===== config.mk =====
export PLATFORM = sky130hd
export DESIGN_NAME = phc_regs
export DESIGN_NICKNAME = d
export VERILOG_FILES = /design/src/phc_pkg.sv /design/src/phc_cmd_channel.sv /design/src/phc_reg_file.sv /design/src/phc_core.sv /design/src/phc_regs.sv
export SDC_FILE = /design/constraint.sdc
export NUM_CORES = 1
export LEC_CHECK = 0
export BUFFER_PORTS_ARGS = -buffer_cell sky130_fd_sc_hd__buf_2
export CORE_ASPECT_RATIO = 1.5
export CORE_MARGIN = 2
export CORE_UTILIZATION = 60
export CTS_CLUSTER_DIAMETER = 30
export DETAILED_ROUTE_END_ITERATION = 7
export PLACE_DENSITY = 0.8
export SKIP_LAST_GASP = 1
export SYNTH_ARGS = -nofsm -noshare
export SYNTH_HDL_FRONTEND = slang
export SYNTH_SLANG_ARGS = --single-unit

===== constraint.sdc =====
create_clock -name clk -period 12.05 [get_ports clk]
set_input_delay 1.8075 -clock clk [delete_from_list [all_inputs] [get_ports clk]]
set_output_delay 1.8075 -clock clk [all_outputs]
set_load 0.005 [all_outputs]

===== src/phc_pkg.sv =====
// PHC shared definitions: field widths, register map, channel indices, nominal period math
package phc_pkg;

    localparam int NS_W     = 8;   // Period ns
    localparam int FNS_W    = 32;
    localparam int TOD_NS_W = 30;
    localparam int TOD_S_W  = 48;

    localparam int unsigned NS_PER_S = 1_000_000_000;

    typedef logic [63:0] cmd_word_t;

    // Set-ToD word is {sec, ns}, so only the low 34 bits of seconds travel with it
    localparam int SET_SEC_W = $bits(cmd_word_t) - TOD_NS_W;

    localparam int N_CMD          = 4;
    localparam int CMD_SET_TOD    = 0;  // Highest priority
    localparam int CMD_OFS_TOD    = 1;
    localparam int CMD_SET_PERIOD = 2;
    localparam int CMD_OFS_FNS    = 3;

    typedef logic [6:0] addr_t;

    localparam addr_t REG_STATUS     = 7'h0C;
    localparam addr_t REG_CUR_FNS    = 7'h10;
    localparam addr_t REG_CUR_NS     = 7'h14;
    localparam addr_t REG_CUR_SEC_L  = 7'h18;
    localparam addr_t REG_CUR_SEC_H  = 7'h1C;
    localparam addr_t REG_OFS_TOD    = 7'h50;
    localparam addr_t REG_SET_NS     = 7'h54;
    localparam addr_t REG_SET_SEC_L  = 7'h58;
    localparam addr_t REG_SET_SEC_H  = 7'h5C;
    localparam addr_t REG_OFS_FNS    = 7'h6C;
    localparam addr_t REG_NOM_FNS    = 7'h70;
    localparam addr_t REG_NOM_NS     = 7'h74;
    localparam addr_t REG_PERIOD_FNS = 7'h78;
    localparam addr_t REG_PERIOD_NS  = 7'h7C;

    localparam int STATUS_PEND_LSB = 24;

    function automatic logic [NS_W-1:0] nominal_ns(input int unsigned num,
                                                   input int unsigned denom);
        return NS_W'(num / denom);
    endfunction

    function automatic logic [FNS_W-1:0] nominal_fns(input int unsigned num,
                                                     input int unsigned denom);
        logic [63:0] rem;
        rem = 64'(num % denom);
        return FNS_W'((rem << FNS_W) / 64'(denom));  // Remainder scaled to 2^-32 ns
    endfunction

endpackage


===== src/phc_cmd_channel.sv =====
// PHC command channel: holds one armed command word until the clock core grants it
module phc_cmd_channel (
    input  logic               clk,
    input  logic               ptp_rst,
    input  logic               arm,
    input  phc_pkg::cmd_word_t arm_payload,
    input  logic               grant,
    output logic               pending,
    output phc_pkg::cmd_word_t payload
);

    always_ff @(posedge clk) begin
        if (arm && !pending) begin
            pending <= 1'b1;
            payload <= arm_payload;  // Later arms are dropped until granted
        end else if (grant) begin
            pending <= 1'b0;
        end

        if (ptp_rst) begin
            pending <= 1'b0;
        end
    end

    // Core only grants a channel that is holding a command
    grant_needs_pending: assert property (
        @(posedge clk) disable iff (ptp_rst)
        grant |-> pending
    );

endmodule


===== src/phc_reg_file.sv =====
// PHC register file: decodes host writes into staged commands, arms channels, serves reads
module phc_reg_file #(
    parameter int PERIOD_NS_NUM   = 32,
    parameter int PERIOD_NS_DENOM = 5
) (
    input  logic                                      clk,
    input  logic                                      ptp_rst,
    input  logic                                      wr_en,
    input  phc_pkg::addr_t                            wr_addr,
    input  logic [31:0]                               wr_data,
    input  logic                                      rd_en,
    input  phc_pkg::addr_t                            rd_addr,
    input  logic [phc_pkg::N_CMD-1:0]                 pending,
    input  logic [phc_pkg::TOD_S_W-1:0]               tod_s,
    input  logic [phc_pkg::TOD_NS_W-1:0]              tod_ns,
    input  logic [phc_pkg::FNS_W-1:0]                 tod_fns,
    output logic                                      rd_valid,
    output logic [31:0]                               rd_data,
    output logic [phc_pkg::N_CMD-1:0]                 arm,
    output phc_pkg::cmd_word_t [phc_pkg::N_CMD-1:0]   arm_payload
);

    localparam logic [phc_pkg::NS_W-1:0] NOM_NS =
        phc_pkg::nominal_ns(PERIOD_NS_NUM, PERIOD_NS_DENOM);
    localparam logic [phc_pkg::FNS_W-1:0] NOM_FNS =
        phc_pkg::nominal_fns(PERIOD_NS_NUM, PERIOD_NS_DENOM);

    logic [phc_pkg::TOD_NS_W-1:0] set_ns;
    logic [phc_pkg::TOD_S_W-1:0]  set_s;
    logic [phc_pkg::TOD_NS_W-1:0] ofs_tod_ns;
    logic [phc_pkg::FNS_W-1:0]    ofs_fns;
    logic [phc_pkg::NS_W-1:0]     period_ns;
    logic [phc_pkg::FNS_W-1:0]    period_fns;
    phc_pkg::addr_t               wr_word;
    phc_pkg::addr_t               rd_word;
    logic [31:0]                  rd_mux;

    assign wr_word = {wr_addr[6:2], 2'b00};  // Word aligned
    assign rd_word = {rd_addr[6:2], 2'b00};

    always_ff @(posedge clk) begin
        arm <= '0;

        if (wr_en) begin
            case (wr_word)
                phc_pkg::REG_OFS_TOD: begin
                    ofs_tod_ns <= wr_data[phc_pkg::TOD_NS_W-1:0];
                    arm[phc_pkg::CMD_OFS_TOD] <= wr_data[phc_pkg::TOD_NS_W-1:0] != '0;
                end
                phc_pkg::REG_SET_NS: set_ns <= wr_data[phc_pkg::TOD_NS_W-1:0];
                phc_pkg::REG_SET_SEC_L: set_s[31:0] <= wr_data;
                phc_pkg::REG_SET_SEC_H: begin
                    set_s[phc_pkg::TOD_S_W-1:32] <= wr_data[phc_pkg::TOD_S_W-33:0];
                    arm[phc_pkg::CMD_SET_TOD] <= 1'b1;
                end
                phc_pkg::REG_OFS_FNS: begin
                    ofs_fns <= wr_data;
                    arm[phc_pkg::CMD_OFS_FNS] <= wr_data != '0;
                end
                phc_pkg::REG_PERIOD_FNS: period_fns <= wr_data;
                phc_pkg::REG_PERIOD_NS: begin
                    period_ns <= wr_data[phc_pkg::NS_W-1:0];
                    arm[phc_pkg::CMD_SET_PERIOD] <= 1'b1;
                end
                default: begin
                end
            endcase
        end

        if (ptp_rst) begin
            arm        <= '0;
            period_ns  <= NOM_NS;
            period_fns <= NOM_FNS;
        end
    end

    // Payload follows the staged copy, channel samples it with the arm strobe
    assign arm_payload[phc_pkg::CMD_SET_TOD] = {set_s[phc_pkg::SET_SEC_W-1:0], set_ns};
    assign arm_payload[phc_pkg::CMD_OFS_TOD] = phc_pkg::cmd_word_t'(ofs_tod_ns);
    assign arm_payload[phc_pkg::CMD_SET_PERIOD] = phc_pkg::cmd_word_t'({period_ns, period_fns});
    assign arm_payload[phc_pkg::CMD_OFS_FNS] = phc_pkg::cmd_word_t'(ofs_fns);

    always_comb begin
        rd_mux = '0;
        case (rd_word)
            phc_pkg::REG_STATUS:
                rd_mux[phc_pkg::STATUS_PEND_LSB +: phc_pkg::N_CMD] = pending;
            phc_pkg::REG_CUR_FNS:    rd_mux = tod_fns;
            phc_pkg::REG_CUR_NS:     rd_mux = 32'(tod_ns);
            phc_pkg::REG_CUR_SEC_L:  rd_mux = tod_s[31:0];
            phc_pkg::REG_CUR_SEC_H:  rd_mux = 32'(tod_s[phc_pkg::TOD_S_W-1:32]);
            phc_pkg::REG_OFS_TOD:    rd_mux = 32'(ofs_tod_ns);
            phc_pkg::REG_SET_NS:     rd_mux = 32'(set_ns);
            phc_pkg::REG_SET_SEC_L:  rd_mux = set_s[31:0];
            phc_pkg::REG_SET_SEC_H:  rd_mux = 32'(set_s[phc_pkg::TOD_S_W-1:32]);
            phc_pkg::REG_OFS_FNS:    rd_mux = ofs_fns;
            phc_pkg::REG_NOM_FNS:    rd_mux = NOM_FNS;
            phc_pkg::REG_NOM_NS:     rd_mux = 32'(NOM_NS);
            phc_pkg::REG_PERIOD_FNS: rd_mux = period_fns;
            phc_pkg::REG_PERIOD_NS:  rd_mux = 32'(period_ns);
            default:                 rd_mux = '0;  // Unmapped reads as zero
        endcase
    end

    always_ff @(posedge clk) begin
        rd_valid <= rd_en;
        if (rd_en) begin
            rd_data <= rd_mux;
        end

        if (ptp_rst) begin
            rd_valid <= 1'b0;
        end
    end

endmodule


===== src/phc_core.sv =====
// PHC clock core: applies granted commands one per cycle and advances the ToD counter
module phc_core #(
    parameter int PERIOD_NS_NUM   = 32,
    parameter int PERIOD_NS_DENOM = 5
) (
    input  logic                                      clk,
    input  logic                                      ptp_rst,
    input  logic [phc_pkg::N_CMD-1:0]                 pending,
    input  phc_pkg::cmd_word_t [phc_pkg::N_CMD-1:0]   payload,
    output logic [phc_pkg::N_CMD-1:0]                 grant,
    output logic [phc_pkg::TOD_S_W-1:0]               tod_s,
    output logic [phc_pkg::TOD_NS_W-1:0]              tod_ns,
    output logic [phc_pkg::FNS_W-1:0]                 tod_fns
);

    logic [phc_pkg::NS_W-1:0]     period_ns;
    logic [phc_pkg::FNS_W-1:0]    period_fns;
    phc_pkg::cmd_word_t           cmd;
    logic [phc_pkg::FNS_W-1:0]    add_fns;
    logic [phc_pkg::TOD_NS_W-1:0] add_ns;
    logic [phc_pkg::FNS_W:0]      fns_sum;
    logic [31:0]                  ns_sum;
    logic [31:0]                  ns_wrap;
    logic [1:0]                   s_inc;
    logic [phc_pkg::TOD_NS_W-1:0] cmd_ns;
    logic [31:0]                  cmd_ns_wrap;

    assign grant = pending & (~pending + 1'b1);  // Lowest pending index wins

    always_comb begin
        cmd = '0;
        for (int i = 0; i < phc_pkg::N_CMD; i++) begin
            if (grant[i]) begin
                cmd = payload[i];
            end
        end
    end

    // Offsets take the place of this cycle's advance
    always_comb begin
        add_fns = period_fns;
        add_ns  = {{(phc_pkg::TOD_NS_W-phc_pkg::NS_W){1'b0}}, period_ns};
        if (grant[phc_pkg::CMD_OFS_TOD]) begin
            add_fns = '0;
            add_ns  = cmd[phc_pkg::TOD_NS_W-1:0];
        end else if (grant[phc_pkg::CMD_OFS_FNS]) begin
            add_fns = cmd[phc_pkg::FNS_W-1:0];
            add_ns  = '0;
        end

        fns_sum = {1'b0, tod_fns} + {1'b0, add_fns};
        ns_sum  = 32'(tod_ns) + 32'(add_ns) + 32'(fns_sum[phc_pkg::FNS_W]);

        // A 30-bit offset can cross the second boundary twice
        if (ns_sum >= 2 * phc_pkg::NS_PER_S) begin
            ns_wrap = ns_sum - 2 * phc_pkg::NS_PER_S;
            s_inc   = 2'd2;
        end else if (ns_sum >= phc_pkg::NS_PER_S) begin
            ns_wrap = ns_sum - phc_pkg::NS_PER_S;
            s_inc   = 2'd1;
        end else begin
            ns_wrap = ns_sum;
            s_inc   = 2'd0;
        end
    end

    // Out of range set value folded back into the second
    assign cmd_ns = cmd[phc_pkg::TOD_NS_W-1:0];
    assign cmd_ns_wrap = (32'(cmd_ns) >= phc_pkg::NS_PER_S) ?
                         32'(cmd_ns) - phc_pkg::NS_PER_S : 32'(cmd_ns);

    always_ff @(posedge clk) begin
        tod_fns <= fns_sum[phc_pkg::FNS_W-1:0];
        tod_ns  <= ns_wrap[phc_pkg::TOD_NS_W-1:0];
        tod_s   <= tod_s + {{(phc_pkg::TOD_S_W-2){1'b0}}, s_inc};

        if (grant[phc_pkg::CMD_SET_TOD]) begin
            tod_s <= {{(phc_pkg::TOD_S_W-phc_pkg::SET_SEC_W){1'b0}},
                      cmd[phc_pkg::TOD_NS_W +: phc_pkg::SET_SEC_W]};
            tod_ns  <= cmd_ns_wrap[phc_pkg::TOD_NS_W-1:0];
            tod_fns <= '0;
        end

        if (grant[phc_pkg::CMD_SET_PERIOD]) begin
            period_ns  <= cmd[phc_pkg::FNS_W +: phc_pkg::NS_W];
            period_fns <= cmd[phc_pkg::FNS_W-1:0];  // New rate from next cycle
        end

        if (ptp_rst) begin
            period_ns  <= phc_pkg::nominal_ns(PERIOD_NS_NUM, PERIOD_NS_DENOM);
            period_fns <= phc_pkg::nominal_fns(PERIOD_NS_NUM, PERIOD_NS_DENOM);
            tod_s      <= '0;
            tod_ns     <= '0;
            tod_fns    <= '0;
        end
    end

    tod_ns_in_range: assert property (
        @(posedge clk) disable iff (ptp_rst)
        32'(tod_ns) < phc_pkg::NS_PER_S
    );

endmodule


===== src/phc_regs.sv =====
// PHC control front end: register file, command channels and clock core with ToD output
module phc_regs #(
    parameter int PERIOD_NS_NUM   = 32,
    parameter int PERIOD_NS_DENOM = 5
) (
    input  logic                         clk,
    input  logic                         ptp_rst,
    input  logic                         wr_en,
    input  phc_pkg::addr_t               wr_addr,
    input  logic [31:0]                  wr_data,
    input  logic                         rd_en,
    input  phc_pkg::addr_t               rd_addr,
    output logic                         rd_valid,
    output logic [31:0]                  rd_data,
    output logic [phc_pkg::TOD_S_W-1:0]  tod_s,
    output logic [phc_pkg::TOD_NS_W-1:0] tod_ns,
    output logic [phc_pkg::FNS_W-1:0]    tod_fns
);

    logic [phc_pkg::N_CMD-1:0]               arm;
    phc_pkg::cmd_word_t [phc_pkg::N_CMD-1:0] arm_payload;
    logic [phc_pkg::N_CMD-1:0]               pending;
    phc_pkg::cmd_word_t [phc_pkg::N_CMD-1:0] payload;
    logic [phc_pkg::N_CMD-1:0]               grant;

    phc_reg_file #(
        .PERIOD_NS_NUM   (PERIOD_NS_NUM),
        .PERIOD_NS_DENOM (PERIOD_NS_DENOM)
    ) reg_file_inst (
        .clk         (clk),
        .ptp_rst     (ptp_rst),
        .wr_en       (wr_en),
        .wr_addr     (wr_addr),
        .wr_data     (wr_data),
        .rd_en       (rd_en),
        .rd_addr     (rd_addr),
        .pending     (pending),
        .tod_s       (tod_s),
        .tod_ns      (tod_ns),
        .tod_fns     (tod_fns),
        .rd_valid    (rd_valid),
        .rd_data     (rd_data),
        .arm         (arm),
        .arm_payload (arm_payload)
    );

    for (genvar i = 0; i < phc_pkg::N_CMD; i++) begin : g_chan
        phc_cmd_channel chan_inst (
            .clk         (clk),
            .ptp_rst     (ptp_rst),
            .arm         (arm[i]),
            .arm_payload (arm_payload[i]),
            .grant       (grant[i]),
            .pending     (pending[i]),
            .payload     (payload[i])
        );
    end

    phc_core #(
        .PERIOD_NS_NUM   (PERIOD_NS_NUM),
        .PERIOD_NS_DENOM (PERIOD_NS_DENOM)
    ) core_inst (
        .clk     (clk),
        .ptp_rst (ptp_rst),
        .pending (pending),
        .payload (payload),
        .grant   (grant),
        .tod_s   (tod_s),
        .tod_ns  (tod_ns),
        .tod_fns (tod_fns)
    );

endmodule


* Yosys cells after proc, flatten, opt, wreduce, memory -nomap -nowiden
Cells that the tools add are included.
Widths: inputs -> output; s select.
** Word-level totals
- Bits in registers :: 537
- Word-level logic and storage cells :: 116
** Operators by class
- Add/subtract/negate cells :: 8
- Order comparisons :: 3
- Equality and inequality tests :: 21
- Multiplexer cells :: 28
- Bitwise logic cells :: 5
- Reductions and logical operators :: 25
** Operators by type and width (number)
- $pmux 24 s13 :: 1
- $mux 64 :: 4
- $mux 30 :: 5
- $sub 30x30->30 const B :: 3
- $eq 5x5->1 const B :: 16
- $mux 32 :: 2
- $add 48x2->48 :: 1
- $pmux 4 s10 :: 1
- $pmux 4 s9 :: 1
- $mux 34 :: 1
- $add 32x32->33 :: 1
- $add 31x1->32 :: 1
- $ge 32x30->1 const B :: 1
- $ge 32x31->1 const B :: 1
- $reduce_bool 32->1 :: 1
- $add 30x30->31 :: 1
- $ge 30x30->1 const B :: 1
- $reduce_bool 30->1 :: 1
- $eq 5x3->1 const B :: 4
- $reduce_and 2->1 :: 7
- $mux 1 :: 11
- $mux 8 :: 1
- $reduce_bool 2->1 :: 4
- $reduce_or 3->1 :: 2
- 9 further kinds :: 18

* Depth between registers and ports, before layout
- Depth in word-level cells :: 16
- Mapped depth :: 53
- Mapped depth without buffers :: 49

* Modules after synthesis
A second synthesis with hierarchy kept.
** Unflattened totals
- Cell total of the unflattened synthesis :: 2757
- Area, all modules :: 29884.9 um2
** Modules (own cells, without submodules)
- phc_core :: times used 1, cells an instance 1617, area an instance 11713.7 um2, seq. area each 3002.9 um2
- phc_reg_file :: times used 1, cells an instance 868, area an instance 10323.7 um2, seq. area each 6065.8 um2
- phc_cmd_channel :: times used 4, cells an instance 68, area an instance 1961.9 um2, seq. area each 1941.9 um2

* Worst setup path after synthesis
OpenSTA, ideal clock, no wires.
- Path kind :: reg2reg
- From :: register g_chan[2].chan_inst.pending
- To :: register core_inst.tod_s[32] (netlist name)
- Setup time :: 0.065 ns
- Data arrival time :: 9.999 ns
- Setup slack :: 1.986 ns
- Cell stages (with the launch flop) :: 51
- Path buffers :: 5
- Clock period less this slack :: 10.064 ns
- Cell sequence :: dfxtp_1 > clkbuf_1 > nor4b_2 > clkbuf_1 > clkbuf_1 > nand2_1 > a21oi_1 > ha_1 > nor2b_1 > o21ai_0 > a21boi_0 > o21ai_0 > a21oi_1 > a211oi_1 > o22ai_1 > o41ai_1 > o31ai_1 > o211ai_1 > [... 15 more ...] > o2111a_1 > a2111oi_2 > or2_1 > buf_6 > nand2_2 > inv_2 > ha_1 > fa_1 > nand2_1 > or3_1 > clkbuf_1 > nor2_1 > and3_1 > nand2_1 > or3_1 > a21oi_1 > a21oi_1 > nor2_1
** Between the ends
- Longest elaborated chain between the ends :: 14
** Ends and longest elaborated chain
- start: declaration :: RTL line phc_cmd_channel.sv:8 : output logic pending,
- start signal: assignment :: RTL line phc_cmd_channel.sv:14 : pending <= 1'b1;
- start signal: assignment :: RTL line phc_cmd_channel.sv:17 : pending <= 1'b0;
- start signal: assignment :: RTL line phc_cmd_channel.sv:21 : pending <= 1'b0;
- $not 4->4 :: RTL line phc_core.sv:28 : assign grant = pending & (~pending + 1'b1);
- $add 4x1->4 :: RTL line phc_core.sv:28
- $and 4x4->4 (*) :: RTL line phc_core.sv:28
- $mux 64 (2 in series) :: RTL line phc_core.sv:33 : if (grant[i]) begin
- $mux 32 :: RTL line phc_core.sv:46 : end else if (grant[phc_pkg::CMD_OFS_FNS]) begin
- $mux 32 :: RTL line phc_core.sv:43 : if (grant[phc_pkg::CMD_OFS_TOD]) begin
- $add 32x32->33 :: RTL line phc_core.sv:51 : fns_sum = {1'b0, tod_fns} + {1'b0, add_fns};
- $add 31x1->32 :: RTL line phc_core.sv:52 : ns_sum = 32'(tod_ns) + 32'(add_ns) + 32'(fns_sum[phc_pkg::FNS_W]);
- $ge 32x30->1 :: RTL line phc_core.sv:58 : end else if (ns_sum >= phc_pkg::NS_PER_S) begin
- $mux 1 :: RTL line phc_core.sv:58
- $mux 2 :: RTL line phc_core.sv:55 : if (ns_sum >= 2 * phc_pkg::NS_PER_S) begin
- $add 48x2->48 :: RTL line phc_core.sv:75 : tod_s <= tod_s + {{(phc_pkg::TOD_S_W-2){1'b0}}, s_inc};
- $mux 34 (*) :: RTL line phc_core.sv:77 : if (grant[phc_pkg::CMD_SET_TOD]) begin
- end signal: assignment :: RTL line phc_core.sv:75
- end signal: assignment :: RTL line phc_core.sv:78 : tod_s <= {{(phc_pkg::TOD_S_W-phc_pkg::SET_SEC_W){1'b0}},
- end: declaration :: RTL line phc_core.sv:11 : output logic [phc_pkg::TOD_S_W-1:0] tod_s,
Every way passes the cells marked *; elsewhere a longest branch is shown, timed or not.
A chain may end at the register's enable or synchronous reset.

* Final worst setup path
- From :: register g_chan[1].chan_inst.pending
- To :: register core_inst.tod_s[32] (netlist name)
** Between the ends
- Longest elaborated chain between the ends :: 15
** Ends and longest elaborated chain (RTL line)
- start: declaration :: phc_cmd_channel.sv:8
- start signal: assignment :: phc_cmd_channel.sv:14
- start signal: assignment :: phc_cmd_channel.sv:17
- start signal: assignment :: phc_cmd_channel.sv:21
- $not 4->4 :: phc_core.sv:28
- $add 4x1->4 :: phc_core.sv:28
- $and 4x4->4 (*) :: phc_core.sv:28
- $mux 64 (3 in series) :: phc_core.sv:33
- $mux 32 :: phc_core.sv:46
- $mux 32 :: phc_core.sv:43
- $add 32x32->33 :: phc_core.sv:51
- $add 31x1->32 :: phc_core.sv:52
- $ge 32x30->1 :: phc_core.sv:58
- $mux 1 :: phc_core.sv:58
- $mux 2 :: phc_core.sv:55
- $add 48x2->48 :: phc_core.sv:75
- $mux 34 (*) :: phc_core.sv:77
Marked as above.

==> metrics.yaml <==
die:
  io_pins: 193
  die_y_um: 255
  dieArea_um2: 43700
  initial_core_util_pct: 60.9
  coreArea_um2: 41300
  row_count: 91
  die_w_um: 171
setup_path:
  path_buf_inv: 7
  crit_type: "reg2reg"
  arrival_ns: 11.95
  crit_family: "compound AO/OA/AOI/OAI gates"
  cp-start-kind: "register"
  critPathSlowestCell: "or4_1"
  path_max_fanout: 10
  cp-end-kind: "register"
  required_ns: 12.57
  cpPeakStageDelay_ns: 0.54
timing:
  max_clock_freq_mhz: 87.5
  timing.slew.headroom_pct: 11.8
  worst_slew_pin_slew_ns: 1.32
  tns_ns: 0
  skew_ns: 0.0252
  finalSetupViolations: 0
  rsz0062_at_grt: "false"
  report.final.slew_viol_count: 0
  min_period_over_period_pct: 94.8
  hold_violations: 0
  post-route-min-period_ns: 11.42
logic_synthesis:
  synthXorXnorAreaFrac_pct: 4.13
  synth_area_um2: 25200
  ys_seq_elements: 537
  synth_top_area_share_pct: 40.3
  synthSimpleGateAreaFrac_pct: 15.2
  synth_mux_area_share_pct: 1.89
  synth_cell_types: 98
  synth_edf_count: 338
  synthArstFlopShare_pct: 0
  yosys.area_share.adder_pct: 3.75
  synth_top_family_by_area: "compound AO/OA/AOI/OAI gates"
  syn_area_per_cell_um2: 10.5
  postSynthCellCount: 2390
  synth_compound_area_share_pct: 16.3
  yosys-top-cells-area: "edfxtp_1 40%, dfxtp_1 16%, nand2_1 5.3%"
  synth_ff_type: "edfxtp_1"
  synth_warnings: 0
  syn-num-nets: 2513
  yosys.area.top_type: "edfxtp_1"
  seq_area_frac_synth_pct: 56.1
cells_and_area:
  mostFrequentLayoutCells: "356 x nand2_1, 338 x edfxtp_1, 208 x a21oi_1"
  syn_to_final_growth_pct: 16.4
  nets: 2712
  final.fill_count: 2876
  layout_commonest_cell: "nand2_1"
  stdcell_count: 3204
  final_layout_size_suffix_gt1_share_pct: 16.7
routing:
  vias: 21000
  drc: 0
  detail-route-antenna-nets: 0
  wl_per_cell_um: 25.8
  dr.pass1.iters: 6
  wl_mm: 82.5
  routed_via_density: 6.54
  drt_iter0_drc: 2603
clock_network:
  numCtsBuffers: 68
  cts_setup_buffers: 0
  clkTransAtPathRegs_ns: 0.06
  cts_root_buf: "clkbuf_16"
  cts_tree: "built"
  clock_path_buffers: 3
  cts.sinks: 537
  cts.htree.levels: 3
  clk_latency_ns: 0.60
place:
  io_buffers: 188
  gp_congestion: 0.956
  place_hpwl_mm: 56.6
  placedCellCount: 3077
pwr:
  p_int_mw: 3.43
  pwr-share-seq_pct: 44.9
  netSwitchingPower_mw: 1.16
  leakagePower_nw: 11.3
  total_power_mw: 4.59
  clockPowerShare_pct: 46.2
  powerDensity_nw_per_um2: 157
  switching_share_pct: 25.3
  combPwrFrac_pct: 8.9
  ir_worst_vdd_mv: 0.138
global_routing:
  track_usage_pct: 37.5
  first_global_vias: 20500
  antenna_found_initial: 4
  grt_overflow: 0
  grt_max_degree: 74
  grt_first_pass_wirelength_mm: 122
run:
  maxCapViolations: 0
hold_path:
  hold_path_class: "reg2reg"
run_status:
  status: "complete, no violations"
-- area by class of cell --
type,instances,area [um2],area share (%)
Antenna cell,2,5.00,0.0171
Clock buffer,75,1800,6.14
Clock inverter,50,574,1.96
Inverter,42,163,0.555
Multi-Input combinational cell,1688,10500,35.8
Sequential cell,537,14100,48.2
Tap cell,558,698,2.38
Timing Repair Buffer,252,1420,4.86
-- metal layers --
layer  track usage (%)  up-vias  wire length [um]
li1                  -     9233                 -
met2              61.2     1472             39000
met1              47.2     9917             29200
met3              6.56      341              9170
met5                 0        -                21
met4              21.7        4              5240
-- path summary, 6_finish.rpt --
path                                                                start                                         to  slack [ns]  cells past startpoint
worst max register to register   g_chan[1].chan_inst.pending$_SDFFE_PP0P_             core_inst.tod_s[32]$_SDFF_PP0_        0.63                     50
worst min-delay path            reg_file_inst.period_fns[22]$_SDFFE_PP1P_  g_chan[2].chan_inst.payload[22]$_DFFE_PP_        0.43                      0
worst min register to register  reg_file_inst.period_fns[22]$_SDFFE_PP1P_  g_chan[2].chan_inst.payload[22]$_DFFE_PP_        0.43                      0
worst max-delay path             g_chan[1].chan_inst.pending$_SDFFE_PP0P_             core_inst.tod_s[32]$_SDFF_PP0_        0.63                     50
-- timing repair --
item / in CTS / in global routing
gates resized for setup: 0 / 2
hold buffers: 0 / 0
endpoints found under the setup margin: 0 / 9
-- per-stage QoR --
step	worst slack [ns]	cell area, um2	util [%]	hold WS (ns)
6_report	0.628	29300	70.9	0.429
5_1_grt	0.00221	29300	70.9	0.438
4_1_cts	0.563	29300	70.9	0.429
3_5_place_dp	0.644	26900	65.1	0.416
3_3_place_gp	0.812	26900	65.1	0.413
2_1_floorplan	1.99	25200	-	0.408
-- sequential cells by signal (all words and copies together) (netlist names) --
signal and cells:
reg_file_inst.period_ns 8, reg_file_inst.ofs_fns 32, reg_file_inst.rd_valid 1, core_inst.tod_s 48
core_inst.tod_ns 30, g_chan.chan_inst.payload 166, reg_file_inst.ofs_tod_ns 30, g_chan.chan_inst.pending 4
core_inst.period_ns 8, reg_file_inst.rd_data 32, reg_file_inst.set_s 48, reg_file_inst.arm 4
reg_file_inst.period_fns 32, core_inst.period_fns 32, core_inst.tod_fns 32, reg_file_inst.set_ns 30
-- kinds of logic after synthesis --
logic type,Yosys count
AO/OA/AOI/OAI,606
XOR/XNOR,118
adder cells (fa/ha/maj),73
buffers and inverters,165
flip-flops,537
multiplexers,47
AND/OR/NAND/NOR,844
-- Yosys cell counts, drive strengths merged, types with 9 or more instances --
cell type,count
a211oi,15
o211ai,27
mux2i,42
o21bai,10
and2,44
or3,14
edfxtp,338
dfxtp,199
nand2,359
xnor2,63
nor3,39
a31oi,23
clkbuf,99
a221o,16
nor2,201
o21ai,70
a22oi,42
o31ai,11
inv,39
o21a,9
a221oi,42
and3,18
nand3,59
o22ai,25
nand4,20
o2111ai,13
nand2b,17
buf,24
a21o,27
nor2b,24
a21oi,215
nor4,15
xor2,55
ha,69
or2,9
-- power by group through the flow --
stage	Combinational [mW]	Sequential, mW	Clock (mW)
finish	0.409	2.06	2.12
global route	0.442	2.06	2.19
CTS	0.401	2.06	2.12
detailed placement	0.397	2.10	0
global placement	0.383	2.10	0
floorplan	0.244	2.07	0
No activity file was read; power rests on OpenSTA's default activity.
